[src/logic/zx_ports_pkg.sv]
// shared port addresses, xxAF register numbers and reset values for the I/O port block and its testbench
package zx_ports_pkg;

	typedef logic [7:0] byte_t;	// one Z80 data byte

	// low address bytes
	localparam byte_t PORT_FE = 8'hFE;	// border, beeper, keyboard
	localparam byte_t PORT_FD = 8'hFD;	// 7FFD paging with a15 low
	localparam byte_t PORT_XT = 8'hAF;	// extended registers, high byte selects
	localparam byte_t SD_CFG  = 8'h77;	// sd chip select
	localparam byte_t SD_DAT  = 8'h57;	// sd spi data

	// xxAF register numbers, taken from the high address byte
	localparam byte_t XT_XBORDER   = 8'h0F;
	localparam byte_t XT_RAMPAGE   = 8'h10;	// 10 to 13, one per 16K window
	localparam byte_t XT_FMADDR    = 8'h15;
	localparam byte_t XT_SYSCONF   = 8'h20;
	localparam byte_t XT_MEMCONF   = 8'h21;
	localparam byte_t XT_INTMASK   = 8'h2A;
	localparam byte_t XT_CACHECONF = 8'h2B;

	// register values after reset
	localparam byte_t SYSCONF_RST  = 8'h01;	// 7 MHz turbo
	localparam byte_t MEMCONF_RST  = 8'h04;	// rom mapping off
	localparam byte_t INTMASK_RST  = 8'h01;	// frame interrupt only

	// default 128K layout: rom, page 5, page 2, page 0
	localparam byte_t RAMPAGE0_RST = 8'h00;
	localparam byte_t RAMPAGE1_RST = 8'h05;
	localparam byte_t RAMPAGE2_RST = 8'h02;
	localparam byte_t RAMPAGE3_RST = 8'h00;

	// keyboard column lines on port FE
	localparam int KEYS_W = 5;

endpackage

[src/logic/mem_paging_regs.sv]
// FE, 7FFD and xxAF port decode; holds the paging and system configuration registers
`timescale 1ns/1ps

module mem_paging_regs (
	input  logic                          clk,
	input  logic                          rst,
	input  logic [15:0]                   a,
	input  zx_ports_pkg::byte_t           din,
	input  logic                          iowr_s,	// one cycle io write
	input  logic                          opfetch,	// opcode on din
	input  logic [zx_ports_pkg::KEYS_W-1:0] keys_in,
	input  logic                          tape_read,
	output logic                          pg_hit,
	output zx_ports_pkg::byte_t           pg_rdata,
	output logic                          border_wr,
	output logic                          beeper_wr,
	output logic [31:0]                   xt_page,
	output zx_ports_pkg::byte_t           sysconf,
	output zx_ports_pkg::byte_t           memconf,
	output logic [3:0]                    cacheconf,
	output logic [4:0]                    fmaddr,
	output zx_ports_pkg::byte_t           intmask
);

	import zx_ports_pkg::*;

	byte_t loa;
	byte_t hoa;
	byte_t rampage [0:3];

	logic portfe_wr;
	logic portxt_wr;
	logic p7ffd_wr;
	logic p7ffd_blocked;

	logic lock48;
	logic lock128;
	logic lock128_2;
	logic lock128_3;
	logic m1_lock128;
	logic [2:0] p7_mid;	// rampage 3 bits 5:3

	assign loa = a[7:0];
	assign hoa = a[15:8];

	assign portfe_wr = (loa == PORT_FE) && iowr_s;
	assign portxt_wr = (loa == PORT_XT) && iowr_s;
	assign p7ffd_wr = !a[15] && (loa == PORT_FD) && iowr_s && !lock48;
	assign p7ffd_blocked = !a[15] && (loa == PORT_FD) && iowr_s && lock48;

	assign beeper_wr = portfe_wr;
	// border from FE or from the extended border register
	assign border_wr = portfe_wr || (portxt_wr && (hoa == XT_XBORDER));

	assign xt_page = {rampage[3], rampage[2], rampage[1], rampage[0]};

	// memconf lock modes
	assign lock128_2 = (memconf[7:6] == 2'b10);
	assign lock128_3 = (memconf[7:6] == 2'b11);	// 512K, lock off
	assign lock128 = lock128_3 ? 1'b0 : (lock128_2 ? m1_lock128 : memconf[6]);

	assign p7_mid = lock128_3 ? {din[5], din[7:6]} : {1'b0, lock128 ? 2'b00 : din[7:6]};

	// mode 2 decides from the last opcode
	always_ff @(posedge clk)
	begin
		if (rst)
			m1_lock128 <= 1'b0;
		else if (opfetch)
			m1_lock128 <= !(din[7] ^ din[6]);
	end

	// 48K lock, only cleared by reset
	always_ff @(posedge clk)
	begin
		if (rst)
			lock48 <= 1'b0;
		else if (p7ffd_wr && !lock128_3)
			lock48 <= din[5];
	end

	always_ff @(posedge clk)
	begin
		if (rst)
		begin
			sysconf <= SYSCONF_RST;
			memconf <= MEMCONF_RST;
			intmask <= INTMASK_RST;
			cacheconf <= 4'h0;	// cache off
			fmaddr <= 5'd0;
			rampage[0] <= RAMPAGE0_RST;
			rampage[1] <= RAMPAGE1_RST;
			rampage[2] <= RAMPAGE2_RST;
			rampage[3] <= RAMPAGE3_RST;
		end
		else if (p7ffd_wr)
		begin
			memconf[0] <= din[4];	// rom select
			rampage[3] <= {2'b00, p7_mid, din[2:0]};
		end
		else if (portxt_wr)
		begin
			if (hoa[7:2] == XT_RAMPAGE[7:2])
				rampage[hoa[1:0]] <= din;

			case (hoa)
				XT_FMADDR:
					fmaddr <= din[4:0];
				XT_SYSCONF:
				begin
					sysconf <= din;
					cacheconf <= {4{din[2]}};	// cache follows the turbo bit
				end
				XT_MEMCONF:
					memconf <= din;
				XT_INTMASK:
					intmask <= din;
				XT_CACHECONF:
					cacheconf <= din[3:0];
				default:
					;
			endcase
		end
	end

	// read side
	assign pg_hit = (loa == PORT_FE) || (loa == PORT_FD) || (loa == PORT_XT);

	always_comb
	begin
		pg_rdata = 8'hFF;
		if (loa == PORT_FE)
			pg_rdata = {1'b1, tape_read, 1'b0, keys_in};
		else if ((loa == PORT_XT) && (hoa[7:2] == XT_RAMPAGE[7:2]) && hoa[1])
			pg_rdata = rampage[hoa[1:0]];	// only 12 and 13 readable
	end

	// once locked, 7FFD no longer moves the pages
	lock48_holds: assert property (@(posedge clk) disable iff (rst)
		p7ffd_blocked |=> $stable(xt_page));

	reset_values: assert property (@(posedge clk)
		rst |=> (xt_page == {RAMPAGE3_RST, RAMPAGE2_RST, RAMPAGE1_RST, RAMPAGE0_RST})
			&& (sysconf == SYSCONF_RST) && (memconf == MEMCONF_RST)
			&& (intmask == INTMASK_RST) && (cacheconf == 4'h0));

endmodule

[src/logic/port_read_merge.sv]
// merges the hits and read bytes of the paging and SD port groups onto the Z80 read bus
`timescale 1ns/1ps

module port_read_merge (
	input  logic                pg_hit,
	input  logic                sd_hit,
	input  logic                iord,	// io read cycle level
	input  zx_ports_pkg::byte_t pg_rdata,
	input  zx_ports_pkg::byte_t sd_rdata,
	output logic                porthit,
	output logic                dataout,
	output zx_ports_pkg::byte_t dout
);

	import zx_ports_pkg::*;

	byte_t sel_data;

	// internal port, keeps the external bus quiet
	assign porthit = pg_hit || sd_hit;

	always_comb
	begin
		if (pg_hit)
			sel_data = pg_rdata;
		else if (sd_hit)
			sel_data = sd_rdata;
		else
			sel_data = 8'hFF;	// open bus
	end

	assign dout = sel_data;

	// drive the cpu data bus only on our own read
	assign dataout = porthit && iord;

	// address decodes of the two groups must not overlap
	always_comb
	begin
		hits_exclusive: assert final (!(pg_hit && sd_hit))
			else $error("paging and sd ports hit together");
	end

endmodule

[src/logic/sd_card_ports.sv]
// SD card SPI port pair 77/57; drives chip select and the transfer start for the SPI master
`timescale 1ns/1ps

module sd_card_ports (
	input  logic                clk,
	input  logic                rst,
	input  logic [7:0]          a,	// low address byte
	input  zx_ports_pkg::byte_t din,
	input  logic                iowr_s,
	input  logic                iord_s,
	input  logic                wr,
	input  logic                dos,
	input  logic                vdos,
	input  zx_ports_pkg::byte_t sd_dataout,	// last byte shifted in
	output logic                sd_hit,
	output zx_ports_pkg::byte_t sd_rdata,
	output logic                sdcs_n,
	output logic                sd_start,
	output zx_ports_pkg::byte_t sd_datain
);

	import zx_ports_pkg::*;

	logic sd_en;
	logic sdcfg_wr;
	logic sddat_wr;
	logic sddat_rd;

	// hidden while the dos rom is paged, unless virtual dos
	assign sd_en = !dos || vdos;

	assign sdcfg_wr = (a == SD_CFG) && iowr_s && sd_en;
	assign sddat_wr = (a == SD_DAT) && iowr_s && sd_en;
	assign sddat_rd = (a == SD_DAT) && iord_s;

	always_ff @(posedge clk)
	begin
		if (rst)
			sdcs_n <= 1'b1;	// card deselected
		else if (sdcfg_wr)
			sdcs_n <= din[1];
	end

	assign sd_start = sddat_wr || sddat_rd;	// each access runs one byte
	assign sd_datain = wr ? din : 8'hFF;	// reads shift out all ones

	assign sd_hit = ((a == SD_CFG) || (a == SD_DAT)) && sd_en;

	// 77 reads as card present and writable
	assign sd_rdata = (a == SD_DAT) ? sd_dataout : ((a == SD_CFG) ? 8'h00 : 8'hFF);

	start_from_strobe: assert property (@(posedge clk) disable iff (rst)
		sd_start |-> (iowr_s || iord_s));

endmodule

[src/logic/zx_ports.sv]
// Z80 I/O port block top level; connects the paging registers, the SD ports and the read merge
`timescale 1ns/1ps

module zx_ports (
	input  logic                          clk,
	input  logic                          rst,
	input  logic [15:0]                   a,
	input  zx_ports_pkg::byte_t           din,
	input  logic                          iowr_s,
	input  logic                          iord_s,
	input  logic                          iord,
	input  logic                          wr,
	input  logic                          opfetch,
	input  logic                          dos,
	input  logic                          vdos,
	input  logic [zx_ports_pkg::KEYS_W-1:0] keys_in,
	input  logic                          tape_read,
	input  zx_ports_pkg::byte_t           sd_dataout,
	output zx_ports_pkg::byte_t           dout,
	output logic                          dataout,
	output logic                          porthit,
	output logic                          border_wr,
	output logic                          beeper_wr,
	output logic [31:0]                   xt_page,	// rampage 3..0
	output zx_ports_pkg::byte_t           sysconf,
	output zx_ports_pkg::byte_t           memconf,
	output logic [3:0]                    cacheconf,
	output logic [4:0]                    fmaddr,
	output zx_ports_pkg::byte_t           intmask,
	output logic                          sdcs_n,
	output logic                          sd_start,
	output zx_ports_pkg::byte_t           sd_datain
);

	import zx_ports_pkg::*;

	logic  pg_hit;
	logic  sd_hit;
	byte_t pg_rdata;
	byte_t sd_rdata;

	mem_paging_regs u_paging (
		.clk       (clk),
		.rst       (rst),
		.a         (a),
		.din       (din),
		.iowr_s    (iowr_s),
		.opfetch   (opfetch),
		.keys_in   (keys_in),
		.tape_read (tape_read),
		.pg_hit    (pg_hit),
		.pg_rdata  (pg_rdata),
		.border_wr (border_wr),
		.beeper_wr (beeper_wr),
		.xt_page   (xt_page),
		.sysconf   (sysconf),
		.memconf   (memconf),
		.cacheconf (cacheconf),
		.fmaddr    (fmaddr),
		.intmask   (intmask)
	);

	// sd ports decode the low byte only
	sd_card_ports u_sd (
		.clk        (clk),
		.rst        (rst),
		.a          (a[7:0]),
		.din        (din),
		.iowr_s     (iowr_s),
		.iord_s     (iord_s),
		.wr         (wr),
		.dos        (dos),
		.vdos       (vdos),
		.sd_dataout (sd_dataout),
		.sd_hit     (sd_hit),
		.sd_rdata   (sd_rdata),
		.sdcs_n     (sdcs_n),
		.sd_start   (sd_start),
		.sd_datain  (sd_datain)
	);

	port_read_merge u_merge (
		.pg_hit   (pg_hit),
		.sd_hit   (sd_hit),
		.iord     (iord),
		.pg_rdata (pg_rdata),
		.sd_rdata (sd_rdata),
		.porthit  (porthit),
		.dataout  (dataout),
		.dout     (dout)
	);

endmodule

[config.mk]
export PLATFORM = sky130hd
export DESIGN_NAME = zx_ports
export DESIGN_NICKNAME = d
export VERILOG_FILES = /design/src/logic/zx_ports_pkg.sv /design/src/logic/mem_paging_regs.sv /design/src/logic/port_read_merge.sv /design/src/logic/sd_card_ports.sv /design/src/logic/zx_ports.sv
export SDC_FILE = /design/constraint.sdc
export NUM_CORES = 1
export LEC_CHECK = 0
export BUFFER_PORTS_ARGS = -buffer_cell sky130_fd_sc_hd__buf_2
export CORE_MARGIN = 2
export CORE_UTILIZATION = 45
export DETAILED_ROUTE_END_ITERATION = 10
export PLACE_DENSITY = 0.76
export SETUP_SLACK_MARGIN = 0.5
export SLEW_MARGIN = 40
export SYNTH_ARGS = -nofsm -noshare
export SYNTH_HDL_FRONTEND = slang
export SYNTH_SLANG_ARGS = --single-unit
[constraint.sdc]
create_clock -name clk -period 6.8 [get_ports clk]
set_input_delay 1.36 -clock clk [delete_from_list [all_inputs] [get_ports clk]]
set_output_delay 1.36 -clock clk [all_outputs]
set_load 0.02 [all_outputs]
==> run_results.csv <==
group,metric,value,unit
finish,area.sequential,1682,um^2
floorplanning,initial_utilization,46.04,%
routing,antenna_left,0,
timing,setup_viol,0,
run_status,status,"complete, no violations",
synthesis,synth_most_common_cell,"a21oi_1",
power,p_sw,221.8,uW
synthesis,yosys_warnings,0,
global_route,grt_pass1_wl,15590,um
timing,max_freq,235.8,MHz
routing,dr_total_vias,3320,
synthesis,synth-seq-area-share,47.51,%
power,p_sw_share,26.68,%
clock_tree,ctsHoldBuffers,0,
clock_tree,cts_max_level,3,
power,p_per_area,189.7,nW/um^2
synthesis,synth_top_area_share,27.15,%
routing,wl_per_cell,16.92,um
finish,layout-drive-gt1-share,32.99,%
power,internal_power,609.6,uW
timing,fin_hold_ws,476.1,ps
floorplanning,num_rows,32,
power,comb_power_share,12.6,%
floorplanning,die_area,8591,um^2
timing,fin_skew,4.530,ps
synthesis,synth_top_area_cell,"edfxtp_1",
global_route,grt.total_usage,22.95,%
timing,finalMaxSlewViolations,0,
global_route,gr-total-overflow,0,
global_route,antenna_found_initial,0,
clock_tree,cts_tree,"built",
power,share_seq_of_total_power,53.1,%
floorplanning,io_pins,134,
synthesis,synth-seq-cells,68,
critical_path,worstSetupPathType,"in2out",
clock_tree,cts_buffer_depth,2,
synthesis,ys.flop_type,"dfxtp_1",
routing,detail_route.iter0.violations,221,
placed_design,place.gp.congestion,0.8842,
global_route,grt_max_degree,50,
finish,filler_cell_count,704,
critical_path,cp-start-kind,"input pin",
timing,finalCritPeriodShare,62.37,%
routing,drc,0,
timing,fin_tns_setup,0,ps
routing,wirelength,9933,um
power,power,831.4,uW
clock_tree,post_cts_buffers,0,
clock_tree,clock-root-buffer,"clkbuf_8",
global_route,grt_pass1_vias,3106,
finish,final_util,57.00,%
critical_path,crit_required,5440,ps
clock_tree,cts_buffers,9,
finish,multi_input_area,1718,um^2
power,p_leak,0.001793,uW
power,clockPowerShare,34.3,%
clock_tree,ctsResizeCount,0,
synthesis,syn_area,3540,um^2
timing,tightest_slew,791.6,ps
clock_tree,clock_latency,330,ps
synthesis,synth.distinct_cells,47,
routing,via_per_inst,5.656,
timing,grt_setup_unrepaired,"false",
placed_design,port_buffers,133,
finish,final_nets,527,
synthesis,synth.top_cells.by_count,"45 x a21oi_1, 36 x dfxtp_1, 32 x edfxtp_1, 32 x o21ai_0, 28 x nand3_1",
floorplanning,die_x,92.69,um
finish,n_antenna_cell,0,
floorplanning,core_region_area,7687,um^2
critical_path,crit_fanout,10,
run,maxCapViolCount,0,
synthesis,async_flop_share,0,%
clock_tree,path_clk_slew,70,ps
finish,area_delta_synth_final,23.79,%
synthesis,syn_nets,414,
power,ir_drop,0.0001042,V
timing,hold_violations,0,
timing,slew_headroom,47.07,%
worst_hold_path,hp-class,"reg2reg",
critical_path,crit_arrival,2880,ps
synthesis,synthesis.instances,367,
synthesis,synth-edff-count,32,
synthesis,syn_avg_cell_area,9.645,um^2
synthesis,synth_area_leaders,"edfxtp_1 27%, dfxtp_1 20%, a21oi_1 6.4%, o21ai_0 4.5%, nand3_1 4.0%",
floorplanning,die_y,92.69,um
routing,firstDrtPassIters,4,
timing,post-route-min-period,4241,ps
placed_design,place_hpwl,7057,um
critical_path,cp-end-kind,"primary output",
clock_tree,clkSinkCount,68,
==> routing by layer <==
layer  vias up  GRT usage [%]  part of all wire (%)
met4         0          8.211                   1.4
met1      1589          31.17                    45
met3        14          3.662                   6.6
met5         -              0                     0
li1       1584              -                     -
met2       133          37.29                    47
==> cell type report <==
type / count / share of cell area [%]
multi-input cells: 264 / 39.21
flip-flops and latches: 68 / 38.38
repair buffers: 134 / 15.42
clock buffers: 10 / 3.141
well taps: 102 / 2.913
clock inverters: 6 / 0.6853
inverters: 3 / 0.2570
==> cell families after synthesis <==
kind of cell,share of synthesized area [%]
mux,2.828
flops,47.51
compound gates,19.02
buf+inv,4.242
simple gates,25.91
xor+xnor,0.4950
==> sequential cells by signal, indices dropped and copies added (netlist names) <==
| register | count |
|---|---|
| u_paging.lock48 | 1 |
| u_paging.fmaddr | 5 |
| u_sd.sdcs_n | 1 |
| u_paging.memconf | 8 |
| u_paging.cacheconf | 4 |
| u_paging.sysconf | 8 |
| u_paging.rampage | 32 |
| u_paging.intmask | 8 |
| u_paging.m1_lock128 | 1 |
==> metrics by stage <==
| stage | area (um^2) | instances | worst slack [ps] |
|---|---|---|---|
| 2_1_floorplan | 3540 | 367 | 2796 |
| 3_3_place_gp | 4202 | 571 | 2611 |
| 3_5_place_dp | 4214 | 571 | 2596 |
| 4_1_cts | 4382 | 587 | 2594 |
| 5_1_grt | 4382 | 587 | 2462 |
| 6_report | 4382 | 587 | 2559 |
==> cells in the final DEF, fill, tap and decap left out, types with 3 or more instances in the layout <==
cell type and n:
a211o_1 6, a211oi_1 4, a21oi_1 45, a221o_1 7, a31oi_1 6, and2_1 22, and3_1 3, and4_1 5
buf_2 132, clkbuf_8 10, clkinv_2 6, dfxtp_1 36, edfxtp_1 32, inv_1 3, mux2i_1 10, nand2_1 14
nand2b_1 12, nand3_1 28, nand4_1 5, nor2_1 10, nor2b_1 15, nor3b_1 4, nor4b_1 3, o21ai_0 32
==> power groups by stage <==
| stage | logic [uW] | registers [uW] | clock network [uW] |
|---|---|---|---|
| after global routing | 113 | 442 | 304 |
| after global placement | 102 | 450 | 0 |
| after detailed placement | 104 | 450 | 0 |
| final | 105 | 441 | 285 |
| after CTS | 104 | 441 | 288 |
| after floorplan | 48.4 | 463 | 0 |
==> worst max-delay path, cell delays in order <==
cell	delay [ps]
buf_2	130
nand4bb_4	220
o21ai_0	130
a22oi_1	650
a221o_1	210
buf_2	170
==> path summary, 6_finish.rpt <==
| path | start | cells past startpoint | slack (ps) | to |
|---|---|---|---|---|
| hold / removal | u_paging.memconf[1]$_SDFFE_PP0P_ | 2 | 480 | u_paging.memconf[1]$_SDFFE_PP0P_ |
| setup reg to reg | u_paging.lock48$_SDFFE_PP0P_ | 3 | 4820 | u_paging.rampage[3][6]$_DFFE_PP_ |
| setup / recovery | a[6] | 6 | 2560 | dout[2] |
| hold reg to reg | u_paging.memconf[1]$_SDFFE_PP0P_ | 2 | 480 | u_paging.memconf[1]$_SDFFE_PP0P_ |
(Power assumes the default switching activity.)
